File: config.mk
export PLATFORM = sky130hd
export DESIGN_NAME = multu_top
export DESIGN_NICKNAME = d
export VERILOG_FILES = /design/src/design/multu_ctrl_pkg.sv /design/src/design/multu_data_pkg.sv /design/src/design/multu_top.sv /design/src/design/multu_datapath.sv /design/src/design/multu_control.sv
export VERILOG_INCLUDE_DIRS = /design/src /design/src/include
export SDC_FILE = /design/constraint.sdc
export NUM_CORES = 1
export LEC_CHECK = 0
export ABC_AREA = 1
export CORE_MARGIN = 4
export CORE_UTILIZATION = 44
export CTS_CLUSTER_SIZE = 28
export DETAILED_ROUTE_END_ITERATION = 8
export DONT_BUFFER_PORTS = 1
export GPL_ROUTABILITY_DRIVEN = 1
export MAX_ROUTING_LAYER = met4
export PLACE_DENSITY = 0.61
export SYNTH_ARGS = -nofsm -noshare
export SYNTH_HDL_FRONTEND = slang
export SYNTH_SLANG_ARGS = --single-unit
export TNS_END_PERCENT = 5
File: constraint.sdc
create_clock -name doMult -period 2.7 [get_ports doMult]
set_input_delay 0.27 -clock doMult [delete_from_list [all_inputs] [get_ports doMult]]
set_output_delay 0.27 -clock doMult [all_outputs]
set_load 0.005 [all_outputs]
File: src/include/multu_macros.svh
// multu width and step-count macros shared by the packages and the datapath
`ifndef MULTU_MACROS_SVH
`define MULTU_MACROS_SVH

// operand width in bits, one word per operand
`define MULTU_WIDTH 32

// shift counter width
// top bit sets after MULTU_SHIFTS shift steps
`define MULTU_CNT_W 6

// number of shift steps per product, one per multiplier bit
`define MULTU_SHIFTS 32

`endif
File: src/design/multu_ctrl_pkg.sv
// multu control types for the sequencer state, shift count and step command
`include "multu_macros.svh"

package multu_ctrl_pkg;

  // shift step counter, msb marks the last shift
  typedef logic [`MULTU_CNT_W-1:0] shift_count_t;

  // sequencer states
  typedef enum logic [1:0]
  {
    IDLE   = 2'd0,  // waiting for start
    ADD    = 2'd1,  // conditional add into the high half
    SHIFT  = 2'd2,  // right shift of the product register
    FINISH = 2'd3   // last shift done, done pulse follows
  } ctrl_state_e;

  // command from control to datapath, at most one of load/add_step/shift
  typedef struct packed
  {
    logic load;       // capture new operands
    logic add_step;   // add step this cycle
    logic add_mcand;  // add multiplicand, else add zero
    logic shift;      // shift right by one
  } mul_step_t;

endpackage

File: src/design/multu_data_pkg.sv
// multu data types for operands, product and the operand bundle
`include "multu_macros.svh"

package multu_data_pkg;

  // one operand word
  typedef logic [`MULTU_WIDTH-1:0] operand_t;

  // full unsigned product, two words
  typedef logic [2*`MULTU_WIDTH-1:0] product_t;

  // operands sampled together with start
  typedef struct packed
  {
    operand_t mcand;   // multiplicand, added into the high half
    operand_t mplier;  // multiplier, loaded into the low half
  } mul_operands_t;

endpackage

File: src/design/multu_top.sv
// multu top: sequential unsigned 32x32 shift-add multiplier
`timescale 1ns/100ps

module multu_top
(
  input  logic                          doMult,    // clock
  input  logic                          rst_n,     // async, active low
  input  logic                          start,     // single-cycle strobe, ignored while busy
  input  multu_data_pkg::mul_operands_t operands,  // sampled with start
  output multu_data_pkg::product_t      product,   // valid from done to next start
  output logic                          busy,      // product in flight
  output logic                          done       // one-cycle pulse, 65 cycles after start
);

  multu_ctrl_pkg::mul_step_t step;      // control to datapath command
  logic                      prod_lsb;  // datapath back to control

  // sequencer
  multu_control u_control
  (
    .doMult   (doMult),
    .rst_n    (rst_n),
    .start    (start),
    .prod_lsb (prod_lsb),
    .step     (step),
    .busy     (busy),
    .done     (done)
  );

  // product register and adder
  multu_datapath u_datapath
  (
    .doMult   (doMult),
    .rst_n    (rst_n),
    .step     (step),
    .operands (operands),
    .product  (product),
    .prod_lsb (prod_lsb)
  );

endmodule

File: src/design/multu_datapath.sv
// multu datapath: 65-bit product register with conditional adder and right shifter
`timescale 1ns/100ps
`include "multu_macros.svh"

module multu_datapath
(
  input  logic                          doMult,    // clock
  input  logic                          rst_n,     // async, active low
  input  multu_ctrl_pkg::mul_step_t     step,      // command from control
  input  multu_data_pkg::mul_operands_t operands,  // sampled on load
  output multu_data_pkg::product_t      product,   // lower 64 bits of the register
  output logic                          prod_lsb   // decides the next add
);

  // product register layout
  //   [64]    carry out of the high-half add
  //   [63:32] high half, accumulates the multiplicand
  //   [31:0]  low half, starts as the multiplier
  logic [2*`MULTU_WIDTH:0]  prod_q;
  multu_data_pkg::operand_t mcand_q;  // multiplicand held for the whole run
  multu_data_pkg::operand_t addend;   // multiplicand or zero
  logic [`MULTU_WIDTH:0]    hi_sum;   // high half plus addend, with carry

  // multiplicand when the product lsb was set, else zero
  assign addend = step.add_mcand ? mcand_q : '0;

  // 33-bit sum, carry lands in bit 64
  assign hi_sum = {1'b0, prod_q[2*`MULTU_WIDTH-1:`MULTU_WIDTH]} + {1'b0, addend};

  // multiplicand capture
  always_ff @(posedge doMult)
  begin
    if (step.load)
    begin
      mcand_q <= operands.mcand;
    end
  end

  // product register, one command per cycle
  always_ff @(posedge doMult or negedge rst_n)
  begin
    if (!rst_n)
    begin
      prod_q <= '0;
    end
    else if (step.load)
    begin
      // clear carry and high half, multiplier into low half
      prod_q <= {{(`MULTU_WIDTH+1){1'b0}}, operands.mplier};
    end
    else if (step.add_step)
    begin
      prod_q[2*`MULTU_WIDTH:`MULTU_WIDTH] <= hi_sum;  // low half untouched
    end
    else if (step.shift)
    begin
      prod_q <= {1'b0, prod_q[2*`MULTU_WIDTH:1]};  // carry moves into bit 63
    end
  end

  // outputs straight off the register
  assign product  = prod_q[2*`MULTU_WIDTH-1:0];
  assign prod_lsb = prod_q[0];

  // control never issues two commands at once
  a_one_cmd: assert property (@(posedge doMult) disable iff (!rst_n)
    $onehot0({step.load, step.add_step, step.shift}));

  // the preceding shift or load leaves the carry bit clear for each add
  a_carry_clear: assert property (@(posedge doMult) disable iff (!rst_n)
    step.add_step |-> !prod_q[2*`MULTU_WIDTH]);

endmodule

File: src/design/multu_control.sv
// multu control: alternates add and shift steps, counts shifts, pulses done
`timescale 1ns/100ps
`include "multu_macros.svh"

module multu_control
(
  input  logic                      doMult,    // clock
  input  logic                      rst_n,     // async, active low
  input  logic                      start,     // single-cycle start strobe
  input  logic                      prod_lsb,  // bit 0 of the product register
  output multu_ctrl_pkg::mul_step_t step,      // command to the datapath
  output logic                      busy,      // product in flight
  output logic                      done       // one-cycle completion pulse
);

  multu_ctrl_pkg::ctrl_state_e  state_q;
  multu_ctrl_pkg::ctrl_state_e  state_d;
  multu_ctrl_pkg::shift_count_t count_q;  // shifts taken so far
  multu_ctrl_pkg::shift_count_t count_d;

  // next state, next count and the step command
  always_comb
  begin
    state_d = state_q;
    count_d = count_q;
    step    = '0;  // no command by default
    case (state_q)
      multu_ctrl_pkg::IDLE:
      begin
        if (start)
        begin
          step.load = 1'b1;  // datapath samples operands on this edge
          count_d   = '0;
          state_d   = multu_ctrl_pkg::ADD;
        end
      end
      multu_ctrl_pkg::ADD:
      begin
        step.add_step  = 1'b1;
        step.add_mcand = prod_lsb;  // lsb set means add multiplicand
        state_d        = multu_ctrl_pkg::SHIFT;
      end
      multu_ctrl_pkg::SHIFT:
      begin
        step.shift = 1'b1;
        count_d    = count_q + multu_ctrl_pkg::shift_count_t'(1);
        // count after this shift, msb set on shift number 32
        if (count_d[`MULTU_CNT_W-1])
        begin
          state_d = multu_ctrl_pkg::FINISH;
        end
        else
        begin
          state_d = multu_ctrl_pkg::ADD;  // next bit
        end
      end
      multu_ctrl_pkg::FINISH:
      begin
        state_d = multu_ctrl_pkg::IDLE;  // done goes high next cycle
      end
      default:
      begin
        state_d = multu_ctrl_pkg::IDLE;
      end
    endcase
  end

  // state and shift counter
  always_ff @(posedge doMult or negedge rst_n)
  begin
    if (!rst_n)
    begin
      state_q <= multu_ctrl_pkg::IDLE;
      count_q <= '0;
    end
    else
    begin
      state_q <= state_d;
      count_q <= count_d;
    end
  end

  // done is registered off FINISH so it lands in the idle cycle
  // a start in that same cycle is accepted
  always_ff @(posedge doMult or negedge rst_n)
  begin
    if (!rst_n)
    begin
      done <= 1'b0;
    end
    else
    begin
      done <= (state_q == multu_ctrl_pkg::FINISH);
    end
  end

  // busy from the first add through the done cycle
  assign busy = (state_q != multu_ctrl_pkg::IDLE) | done;

  // done never stretches, even with a back-to-back start
  a_done_single: assert property (@(posedge doMult) disable iff (!rst_n)
    done |=> !done);

  // every add is followed by its shift
  a_shift_after_add: assert property (@(posedge doMult) disable iff (!rst_n)
    (state_q == multu_ctrl_pkg::ADD) |=> (state_q == multu_ctrl_pkg::SHIFT));

  // the counter stops at 32 shifts
  a_count_bound: assert property (@(posedge doMult) disable iff (!rst_n)
    (state_q != multu_ctrl_pkg::FINISH) |-> (count_q <= `MULTU_SHIFTS));

endmodule

[Word level (Yosys, flattened, before mapping)]
Index checks and enable logic that the tools add are counted.
Storage, ports and cells
  register bits: 106
  input port bits: 67
  word-level logic and storage cells: 35
Cells by class
  add/sub/neg operators: 2
  eq/ne operators: 5
  muxes and demuxes: 14
  bitwise logic cells: 1
  reduce and logical (&&, ||, !) cells: 7
Operators by type and width (count)
  65-bit two-way mux: 2
  32-bit two-way mux: 2
  32-bit by 32-bit adder with 33-bit output: 1
  33-bit two-way mux: 1
  6-bit case mux with 2 select lines: 1
  2-bit case mux with 4 select lines: 1
  6-bit by 1-bit adder with 6-bit output, second input constant: 1
  2-bit two-way mux: 3
  6-bit two-way mux: 1
  2-bit nonzero test: 3
  2-bit == test, second input constant: 2
  2-bit AND reduction: 2
  1-bit two-way mux: 3
  3-bit nonzero test: 1
  2-bit by 1-bit == test with 1-bit output, second input constant: 1
  2-bit zero test: 1
  2-bit by 1-bit inequality test with 1-bit output, second input constant: 1
  2-bit inequality test, second input constant: 1
  1-bit OR: 1

[Longest topological paths before layout]
Gate-level depths: netlist (run 1).
  word-level depth: 6
  mapped depth: 21

[By module]
From an unflattened synthesis (run 1), not the netlist that was laid out.
Second synthesis, totals
  cell total of the unflattened synthesis: 1130
  area, all modules: 7654.8 µm²
Modules (own cells, without submodules)
  multu_datapath: instances 1, cells an instance 1073, area each 7199.4 µm²
  multu_control: instances 1, cells an instance 57, area each 455.4 µm²

[Worst setup path after synthesis (run 1)]
OpenSTA, ideal clock, no wires.
  kind: register to register
  from: reg u_control.state_q[1]
  to: reg u_datapath.prod_q[52]
  setup time: 0.122 ns
  data arrival time: 2.376 ns
  required time: 2.578 ns
  path slack: 0.202 ns
  cell stages (with the launch flop): 19
  path buffers: 1
  clock period less this slack: 2.498 ns
  path through: dfrtp_1 inv_1 ha_1 buf_2 nand2_1 nor2_1 ha_1 inv_1 fa_1 inv_1 nand3_1 nand3_1 nand2_1 nand3_1 nand2_1 nand3_1 nand3_1 nand2_1 o21ai_1
On the way
  word-level cells in the longest chain between the ends: 6
  elaborated cells between the ends (all ways): 11
  those cells by class: add/sub (1); eq/ne (2); mux (6); reduce/logical (2)
Ends and longest elaborated chain
  start, declared: RTL line multu_control.sv:16  | multu_ctrl_pkg::ctrl_state_e state_q;
  start signal, assigned: RTL line multu_control.sv:73  | state_q <= multu_ctrl_pkg::IDLE;
  start signal, assigned: RTL line multu_control.sv:78  | state_q <= state_d;
  2-bit by 1-bit == test with 1-bit output: RTL line multu_control.sv:27  | case (state_q)
  2-bit two-way mux: RTL line multu_control.sv:27
  32-bit two-way mux: RTL line multu_datapath.sv:25  | assign addend = step.add_mcand ? mcand_q : '0;
  32-bit by 32-bit adder with 33-bit output: RTL line multu_datapath.sv:28  | assign hi_sum = {1'b0, prod_q[2*`MULTU_WIDTH-1:`MULTU_WIDTH]} + {1'b0, addend};
  33-bit two-way mux: RTL line multu_datapath.sv:51  | else if (step.add_step)
  65-bit two-way mux: RTL line multu_datapath.sv:46  | else if (step.load)
  end signal, assigned: RTL line multu_datapath.sv:49  | prod_q <= {{(`MULTU_WIDTH+1){1'b0}}, operands.mplier};
  end signal, assigned by index: RTL line multu_datapath.sv:53  | prod_q[2*`MULTU_WIDTH:`MULTU_WIDTH] <= hi_sum;
  end signal, assigned: RTL line multu_datapath.sv:57  | prod_q <= {1'b0, prod_q[2*`MULTU_WIDTH:1]};
  end, declared: RTL line multu_datapath.sv:19  | logic [2*`MULTU_WIDTH:0] prod_q;
Parallel ways exist; a longest one is shown, timed or not.
A chain may end at the register's enable or synchronous reset.

[Worst setup path in the final report (run 1)]
  from: reg u_control.state_q[0]
  to: reg u_datapath.prod_q[50]
Same word-level chain as after synthesis.

==> results.sh, run 1 <==
export IMPL_status="finished clean"
export IMPL_cts_tree="built"
export IMPL_die_area_um2=19500
export IMPL_r2r_setup_slack_ns=0.19
export IMPL_path_class="flop to flop"
export IMPL_powerDensity_nw_per_um2=971
export IMPL_dpl_hpwl_mm=15.0
export IMPL_synthesis_nets=1237
export IMPL_seq_area_frac_synth_pct=36.8
export IMPL_post_route_period_util_pct=92.9
export IMPL_antenna_found_initial=0
export IMPL_io_buffer_count=0
export IMPL_path_delay_family="simple AND/OR/NAND/NOR gates"
export IMPL_fin_ws_ns=0.193
export IMPL_die_h_um=140
export IMPL_initialDrtViolationCount=433
export IMPL_first_pass_iters=5
export IMPL_worst_pin_slew_ns=0.602
export IMPL_root_buffer="clkbuf_16"
export IMPL_cts_inserted_buffers=9
export IMPL_core_area_um2=16800
export IMPL_wirelength_mm=20.0
export IMPL_crit_top_cell="nand2_1"
export IMPL_fmax_ghz=0.399
export IMPL_fin_crit_ns=2.51
export IMPL_clk_pin_slew_ns=0.09
export IMPL_cp_cell_sequence="ha_4, nand2_2, buf_6, nor2_1, ha_1, nand2_2, inv_1, buf_4, nand2_1, nand2_1, inv_1, nand3_2, nand2_1, nand2_1, nand2_1, nand2_1, o21ai_0, nand2_1"
export IMPL_antenna_left=0
export IMPL_synth_edf_count=32
export IMPL_die_w_um=140
export IMPL_synth_seq_cells=106
export IMPL_grt_pass1_vias=6443
export IMPL_avgSynthCellArea_um2=6.75
export IMPL_hold_path_cell_count=2
export IMPL_drc=0
export IMPL_overflow=0
export IMPL_wl_per_cell_um=14.9
export IMPL_path_buf_inv=4
export IMPL_ys_flop_type="dfrtp_1"
export IMPL_r2r_cells=18
export IMPL_hold_violations=0
export IMPL_critPathLaunchType="flop"
export IMPL_grt_usage_pct=21.4
export IMPL_yosysUniqueCellTypes=35
export IMPL_nets=1229
export IMPL_skew_ns=0.0172
export IMPL_cp_slowest_cell="dfrtp_1"
export IMPL_hold_class="input pin to flop"
export IMPL_drv_slew=0
export IMPL_diodes=0
export IMPL_synthesis_area_um2=7640
export IMPL_initial_core_util_pct=45.4
export IMPL_vdd_drop_max_mv=0.616
export IMPL_clkLatencyLatePin_ns=0.37
export IMPL_crit_cells=18
export IMPL_yosysWarningCount=0
export IMPL_slew_headroom_pct=59.9
export IMPL_synthCells=1132
export IMPL_rows=47
export IMPL_end_kind="flop"
export IMPL_p_leak_nw=4.44
export IMPL_crit_required_ns=2.96
export IMPL_vias=6587
export IMPL_gp_congestion=0.988
export IMPL_mostFrequentLayoutCells="372 x nand2_1, 180 x inv_1, 144 x nor2_1"
export IMPL_grt_max_degree=75
export IMPL_path_max_fanout=10
export IMPL_worstPathArrival_ns=2.76
export IMPL_grt_first_pass_wirelength_mm=32.8
export IMPL_synthArstFlopShare_pct=69.8
export IMPL_area_growth_pct=9.15
export IMPL_ios=133
export IMPL_p_total_mw=8.10
export IMPL_drive_above_1_share_pct=8.07
export IMPL_finalSetupViolations=0
export IMPL_cts_max_level=3
export IMPL_layout_commonest_cell="nand2_1"
export IMPL_viasPerCell=4.89
export IMPL_pre_cts_ws_ns=0.0708
export IMPL_clockBufferDepth=2
export IMPL_max_cap_violations=0
export IMPL_cts_sinks=106
export IMPL_worst_path_largest_cell_delay_ns=0.41
final cells by class:
class                           count  area (µm²)
Multi-Input combinational cell    753        3610
Clock buffer                        9         225
Fill cell                        1767        8480
Timing Repair Buffer               71         672
Inverter                          183         687
Tap cell                          220         275
Sequential cell                   106        2810
Clock inverter                      6        57.6
cells by family after synthesis:
logic type | synth area share (%)
and+or+nand+nor | 31.7
buffers and inverters | 16.9
DFF | 36.8
AOI/OAI and AO/OA | 7.99
adders and majority gates | 6.32
xor gates and xnor gates | 0.344
flip-flops by register name (all words and copies together), names as in the netlist:
| signal | flops |
|---|---|
| u_datapath.prod_q | 65 |
| u_control.count_q | 6 |
| u_datapath.mcand_q | 32 |
| u_control.done | 1 |
| u_control.state_q | 2 |
per-layer routing:
layer | vias to the layer above | global-route usage, % | wire length [µm]
li1 | 3419 | - | -
met1 | 2965 | 28.8 | 9240
met4 | 0 | 5.05 | 405
met5 | - | - | 0
met3 | 25 | 5.32 | 1500
met2 | 178 | 32.5 | 8900
path summary, 6_finish.rpt:
kind                                              startpoint                                 to
min                                             operands[11]  u_datapath.prod_q[11]$_DFFE_PN0P_
max reg2reg                 u_control.state_q[0]$_DFFE_PN0P_  u_datapath.prod_q[50]$_DFFE_PN0P_
min in group asynchronous                              rst_n  u_datapath.prod_q[55]$_DFFE_PN0P_
min reg2reg                u_datapath.prod_q[64]$_DFFE_PN0P_  u_datapath.prod_q[64]$_DFFE_PN0P_
max                         u_control.state_q[0]$_DFFE_PN0P_  u_datapath.prod_q[50]$_DFFE_PN0P_
max in group asynchronous                              rst_n  u_datapath.prod_q[35]$_DFFE_PN0P_
report_power, final:
part,total [mW],switching (mW),internal [mW]
Combinational,3.98,2.57,1.41
Clock,1.33,0.680,0.648
Sequential,2.79,0.549,2.24
through the flow:
stage	setup TNS [ns]	util, %	hold WS, ns	std cells	area [µm²]
after floorplan	0	-	-0.0256	1132	7640
after global placement	0	45.3	-0.0226	1298	7610
after detailed placement	0	45.3	-0.0229	1298	7610
after CTS	0	49.1	0.0446	1347	8250
after global routing	-0.00158	49.6	0.0492	1348	8340
final	0	49.6	0.0582	1348	8340
repair_timing:
| item | in CTS | in global routing |
|---|---|---|
| hold buffers | 34 | 0 |
| setup endpoints to repair | 0 | 23 |
| gates resized for setup | 0 | 22 |
| endpoints found under the hold margin | 106 | 0 |
| buffers inserted | 0 | 1 |
cell usage after synthesis (2+ instances only):
master | n | area [µm²]
nand2_1 | 378 | 1420
inv_1 | 181 | 679
nor2_1 | 146 | 548
dfrtp_1 | 74 | 1850
buf_4 | 65 | 488
nand3_1 | 53 | 265
ha_1 | 37 | 463
a31oi_1 | 33 | 206
edfxtp_1 | 32 | 961
a21oi_1 | 31 | 155
o21ai_0 | 23 | 115
buf_2 | 15 | 75.1
clkbuf_1 | 8 | 30.0
nor3_1 | 7 | 35.0
nand2_2 | 6 | 37.5
o21ai_1 | 5 | 25.0
o211ai_1 | 4 | 30.0
or2_2 | 4 | 25.0
nand3b_1 | 3 | 22.5
nor2_2 | 3 | 18.8
o21bai_1 | 3 | 22.5
xor2_1 | 3 | 26.3
and2_1 | 2 | 12.5
and3_1 | 2 | 12.5
buf_1 | 2 | 7.51
inv_2 | 2 | 7.51
o22ai_1 | 2 | 12.5
Note: power is estimated with default switching activity, not from simulation.
==> run 2: changes to the inputs <==
Settings changed: ABC_AREA 1 to unset.
==> run 2 against run 1 <==
Against the previous run: the flow now finishes with violations (negative setup slack); sequential share of layout area decreased by 0.48 points; via count decreased by 14%; total power increased by 20%; die area decreased by 8.6%; register-to-register slack got worse by 0.40 ns; clock power decreased by 4%; utilization increased by 5.7 points; synthesized cell count decreased by 33%.
==> results.sh, run 2 <==
export IMPL_status="complete, but fails checks"
export IMPL_violations="negative setup slack"
export IMPL_cts_max_level=3
export IMPL_reg_top3="u_datapath.prod_q: 65 flops, u_datapath.mcand_q: 32 flops, u_control.count_q: 6 flops"
export IMPL_synth_edf_count=32
export IMPL_swShare_pct=43.2
export IMPL_clkLatencyLatePin_ns=0.36
export IMPL_initial_core_util_pct=45.3
export IMPL_end_kind="flop"
export IMPL_synthCells=759
export IMPL_io_buffer_count=0
export IMPL_initialDrtViolationCount=304
export IMPL_clk_pin_slew_ns=0.07
export IMPL_synthesis_area_um2=6940
export IMPL_clockBufferDepth=2
export IMPL_fin_crit_ns=2.91
export IMPL_fillers=1375
export IMPL_finalSetupViolations=15
export IMPL_wl_per_cell_um=17.5
export IMPL_path_max_fanout=7
export IMPL_postPlaceCellArea_um2=7500
export IMPL_grt_max_degree=75
export IMPL_p_comb_share_pct=57.0
export IMPL_core_area_um2=15300
export IMPL_clkPwrFrac_pct=13.2
export IMPL_fmax_ghz=0.344
export IMPL_avgSynthCellArea_um2=9.15
export IMPL_synth_most_common_cell="nand2_1"
export IMPL_largest_reg_flops=65
export IMPL_dpl_hpwl_mm=13.2
export IMPL_cts_sinks=106
export IMPL_path_class="flop to flop"
export IMPL_drv_slew=0
export IMPL_overflow=0
export IMPL_skew_ns=0.0110
export IMPL_multiInputGateArea_um2=3790
export IMPL_power_frac_seq_pct=29.8
export IMPL_grt_busiest_layer="met2"
export IMPL_tns_ns=-1.60
export IMPL_rsz0062_at_grt="yes"
export IMPL_cts_inserted_buffers=9
export IMPL_area_growth_pct=21.8
export IMPL_globalRouteMet2Util_pct=34.4
export IMPL_grt_first_pass_wirelength_mm=29.8
export IMPL_p_int_mw=5.51
export IMPL_cts_tree="built"
export IMPL_root_buffer="clkbuf_16"
export IMPL_antenna_found_initial=0
export IMPL_hold_class="input pin to flop"
export IMPL_ys_flop_type="dfrtp_1"
export IMPL_grt_usage_pct=21.2
export IMPL_ys_top_cells_by_area="dfrtp_1 27%, edfxtp_1 14%, buf_4 6.9%"
export IMPL_yosysUniqueCellTypes=65
export IMPL_first_pass_iters=5
export IMPL_nets=917
export IMPL_diodes=0
export IMPL_mostFrequentLayoutCells="108 x buf_4, 94 x nand2_1, 74 x dfrtp_1"
export IMPL_regMostFlops="u_datapath.prod_q"
export IMPL_hold_path_cell_count=2
export IMPL_use_met3_pct=5.32
export IMPL_seq_area_frac_synth_pct=40.5
export IMPL_vdd_drop_max_mv=0.608
export IMPL_synth_top_area_share_pct=26.7
export IMPL_drive_above_1_share_pct=23.6
export IMPL_crit_required_ns=3.00
export IMPL_ios=133
export IMPL_fin_cells=1028
export IMPL_die_h_um=134
export IMPL_final_seq_area_um2=2810
export IMPL_slew_headroom_pct=61.3
export IMPL_worst_pin_slew_ns=0.580
export IMPL_hold_violations=0
export IMPL_gp_congestion=0.889
export IMPL_drc=0
export IMPL_grt_pass1_vias=5780
export IMPL_synthTopCellsByCount="94 x nand2_1, 74 x dfrtp_1, 64 x buf_4, 64 x nor2_1, 42 x a31oi_1"
export IMPL_synthArstFlopShare_pct=69.8
export IMPL_post_route_period_util_pct=108
export IMPL_powerDensity_nw_per_um2=1150
export IMPL_final_area_um2=8460
export IMPL_worstPathArrival_ns=3.20
export IMPL_p_leak_nw=3.80
export IMPL_die_w_um=134
export IMPL_pre_cts_ws_ns=-0.496
export IMPL_max_cap_violations=0
export IMPL_dp_cells=973
export IMPL_synthesis_nets=864
export IMPL_antenna_left=0
export IMPL_fin_ws_ns=-0.207
export IMPL_layout_commonest_cell="buf_4"
export IMPL_viasPerCell=5.54
export IMPL_synth_top_cell_by_area="dfrtp_1"
export IMPL_r2r_cells=14
export IMPL_grtUsageMet1_pct=26.5
export IMPL_rows=45
export IMPL_synth_seq_cells=106
export IMPL_yosysWarningCount=0
export IMPL_p_sw_mw=4.19
export IMPL_wirelength_mm=18.0
export IMPL_critPathLaunchType="flop"
export IMPL_vias=5691
export IMPL_die_area_um2=17900
## run 2: cell count changes after synthesis, sizes merged, moves of 12 or more
cell    delta
buf       -12
nor2b     +16
mux2i     +32
and3      +39
xnor2     +16
clkbuf    +27
nand2    -289
a21o      +18
inv      -170
nand3     -44
nor2      -85
## run 2: worst max-delay path, stage by stage, from the launching register on
cell and delay, ns:
dfrtp_1 0.39, inv_2 0.08, ha_4 0.21, and3_4 0.21, ha_4 0.13, inv_2 0.03, fa_2 0.36, nor2b_4 0.13
o2111ai_2 0.13, nand2_2 0.12, a22o_1 0.19, a221o_2 0.25, nand4_1 0.22, a311o_1 0.33, nand2_1 0.06
## run 2: cell type report
class,instances,share of cell area (%)
multi-input cells,535,44.8
flip-flops and latches,106,33.2
repair buffers,147,14.8
well taps,211,3.12
clock buffers,10,2.83
clock inverters,6,0.592
inverters,13,0.592
## run 2: final timing paths
check	from	slack (ns)	endpoint
hold / removal	operands[5]	0.05	u_datapath.prod_q[5]$_DFFE_PN0P_
setup / recovery	u_control.state_q[1]$_DFFE_PN0P_	-0.21	u_datapath.prod_q[60]$_DFFE_PN0P_
setup reg to reg	u_control.state_q[1]$_DFFE_PN0P_	-0.21	u_datapath.prod_q[60]$_DFFE_PN0P_
min in group asynchronous	rst_n	0.47	u_datapath.prod_q[6]$_DFFE_PN0P_
hold reg to reg	u_control.count_q[1]$_DFFE_PN0P_	0.53	u_control.count_q[1]$_DFFE_PN0P_
max in group asynchronous	rst_n	1.90	u_datapath.prod_q[49]$_DFFE_PN0P_
## run 2: power groups by stage
stage          clock [mW]  sequential [mW]  combinational (mW)
6_report             1.28             2.89                5.53
4_1_cts              1.34             2.90                5.45
5_1_grt              1.41             2.98                6.13
3_5_place_dp            0             2.92                5.13
3_3_place_gp            0             2.90                5.01
2_1_floorplan           0             2.64                4.09
## run 2: repair_timing
item | in CTS | in global routing
setup buffers | 4 | 1
pin swaps | 15 | 17
setup endpoints to repair | 27 | 27
hold buffers | 34 | 0
gates resized for setup | 38 | 15
hold endpoints to repair | 106 | 0
## run 2: layer usage
layer  part of all wire (%)  vias to the layer above
met2                     47                      168
li1                       -                     2765
met4                    1.7                        0
met1                     45                     2734
met5                      0                        -
met3                    6.5                       24
## run 2: metrics by stage
step	hold slack (ns)	total power [mW]	util (%)
final	0.0530	9.70	55.2
after global routing	0.0403	10.5	55.2
after CTS	0.0342	9.69	54.7
after detailed placement	-0.0237	8.05	49.0
after global placement	-0.0233	7.92	49.0
after floorplan	-0.0256	6.73	-
## run 2: cells by family (layout without fill, tap and decap cells)
family                     Yosys count  in the layout  synth area share (%)
AOI/OAI and AO/OA                  184            184                  17.6
xor gates and xnor gates            26             26                  3.28
adders and majority gates           38             38                  6.95
buffers and inverters              118            176                  9.89
DFF                                106            106                  40.5
muxes                               32             32                  4.61
and+or+nand+nor                    255            255                  17.2
==> run 3: changes to the inputs <==
Settings changed: GPL_TIMING_DRIVEN set to 0, SKIP_CTS_REPAIR_TIMING set to 1.
Clock period 2.7 ns to 2.6 ns, I/O delays scaled along.
==> run 3 against run 2 <==
Against the previous run: total power increased by 9.1%; critical path type unchanged; critical path depth increased by 3; fmax down 13%; setup slack worse by 0.52 ns; the run still ends with negative setup slack left; register-to-register slack got worse by 0.52 ns; utilization rose by 1.3 points; largest cell class unchanged.
==> results.sh, run 3 (synthesis results as in run 2) <==
export IMPL_first_pass_iters=5
export IMPL_drv_slew=0
export IMPL_pre_cts_ws_ns=-1.10
export IMPL_wl_per_cell_um=18.0
export IMPL_core_area_um2=15300
export IMPL_dp_cells=971
export IMPL_nets=935
export IMPL_final_util_pct=56.6
export IMPL_hold_violations=0
export IMPL_grt_first_pass_wirelength_mm=29.0
export IMPL_layout_commonest_cell="nand2_1"
export IMPL_skew_ns=0.00810
export IMPL_status="complete, but fails checks"
export IMPL_drc=0
export IMPL_powerDensity_nw_per_um2=1220
export IMPL_grt_max_degree=75
export IMPL_diodes=0
export IMPL_root_buffer="clkbuf_16"
export IMPL_max_cap_violations=0
export IMPL_largest_reg_flops=65
export IMPL_p_leak_nw=3.85
export IMPL_dpl_hpwl_mm=13.3
export IMPL_antenna_found_initial=0
export IMPL_grt_pass1_vias=5575
export IMPL_initial_core_util_pct=45.3
export IMPL_cts_max_level=3
export IMPL_die_area_um2=17900
export IMPL_die_w_um=134
export IMPL_cts_tree="built"
export IMPL_grt_busiest_layer="met2"
export IMPL_grt_usage_pct=20.6
export IMPL_fin_ws_ns=-0.723
export IMPL_path_class="flop to flop"
export IMPL_grtUsageMet1_pct=26.7
export IMPL_area_growth_pct=24.7
export IMPL_io_buffer_count=0
export IMPL_globalRouteMet2Util_pct=33.1
export IMPL_p_total_mw=10.6
export IMPL_clockBufferDepth=2
export IMPL_vdd_drop_max_mv=0.586
export IMPL_fin_cells=1046
export IMPL_fin_crit_ns=3.32
export IMPL_critPathLaunchType="flop"
export IMPL_worstPathArrival_ns=3.54
export IMPL_initialDrtViolationCount=324
export IMPL_rsz0062_at_grt="yes"
export IMPL_crit_required_ns=2.81
export IMPL_antenna_left=0
export IMPL_overflow=0
export IMPL_cts_inserted_buffers=9
export IMPL_drive_above_1_share_pct=23.6
export IMPL_path_max_fanout=7
export IMPL_fillers=1328
export IMPL_multiInputGateArea_um2=3880
export IMPL_hold_class="input pin to flop"
export IMPL_viasPerCell=5.60
export IMPL_whs_ns=0.0408
export IMPL_worst_pin_slew_ns=0.852
export IMPL_ios=133
export IMPL_clk_pin_slew_ns=0.08
export IMPL_finalSetupViolations=29
export IMPL_fmax_ghz=0.301
export IMPL_reg_top3="u_datapath.prod_q: 65 flops, u_datapath.mcand_q: 32 flops, u_control.count_q: 6 flops"
export IMPL_post_route_period_util_pct=128
export IMPL_regMostFlops="u_datapath.prod_q"
export IMPL_wirelength_mm=18.9
export IMPL_slew_headroom_pct=43.2
export IMPL_mostFrequentLayoutCells="92 x nand2_1, 90 x buf_4, 74 x dfrtp_1"
export IMPL_gp_congestion=0.919
export IMPL_vias=5857
export IMPL_cts_sinks=106
export IMPL_violations="negative setup slack"
export IMPL_use_met3_pct=4.87
export IMPL_die_h_um=134
export IMPL_final_seq_area_um2=2810
export IMPL_end_kind="flop"
export IMPL_rows=45
export IMPL_clkLatencyLatePin_ns=0.36
==> run 3: final timing paths <==
path / from / end / slack [ns] / cells past startpoint
setup / recovery: u_control.state_q[1]$_DFFE_PN0P_ / u_datapath.prod_q[56]$_DFFE_PN0P_ / -0.72 / 17
hold / removal: operands[23] / u_datapath.prod_q[23]$_DFFE_PN0P_ / 0.04 / 2
setup reg to reg: u_control.state_q[1]$_DFFE_PN0P_ / u_datapath.prod_q[56]$_DFFE_PN0P_ / -0.72 / 17
hold reg to reg: u_control.count_q[5]$_DFFE_PN0P_ / u_control.count_q[5]$_DFFE_PN0P_ / 0.52 / 2
max in group asynchronous: rst_n / u_datapath.prod_q[52]$_DFFE_PN0P_ / 1.83 / 2
min in group asynchronous: rst_n / u_datapath.prod_q[10]$_DFFE_PN0P_ / 0.46 / 2
==> run 3: layer usage <==
| layer | part of all wire, % | wire, µm |
|---|---|---|
| met2 | 48 | 9060 |
| met5 | 0 | 0 |
| met1 | 44 | 8290 |
| met4 | 1.5 | 290 |
| met3 | 6.5 | 1230 |
==> run 3: critical path, cell delays in order, from the launching register on <==
cell and delay, ns:
dfrtp_1 0.39, inv_2 0.07, ha_4 0.16, buf_8 0.12
clkbuf_16 0.15, buf_12 0.12, and3_4 0.18, ha_4 0.16
inv_4 0.05, fa_2 0.24, nor2b_4 0.06, o2111ai_2 0.19
nand2_2 0.12, a22o_1 0.24, a221o_2 0.41, a31o_1 0.26
xnor2_1 0.17, o22ai_1 0.08
==> run 3: cell type report <==
type / count / area share (%)
Buffer: 103 / 8.26
Clock buffer: 10 / 2.89
Clock inverter: 6 / 0.939
Inverter: 13 / 0.592
Multi-Input combinational cell: 535 / 44.8
Sequential cell: 106 / 32.5
Tap cell: 211 / 3.05
Timing Repair Buffer: 62 / 6.95
==> run 3: where the power goes <==
group,switching (mW),internal [mW]
Combinational,3.34,2.82
Clock,0.678,0.825
Sequential,0.577,2.35
Total,4.59,6.00
==> run 3: stage by stage <==
step,TNS (ns),instance area (µm²)
3_3_place_gp,-62.11,7320
2_1_floorplan,-12.96,7060
6_report,-12.57,8660
4_1_cts,-22.96,7680
5_1_grt,-24.85,8660
3_5_place_dp,-21.95,7350
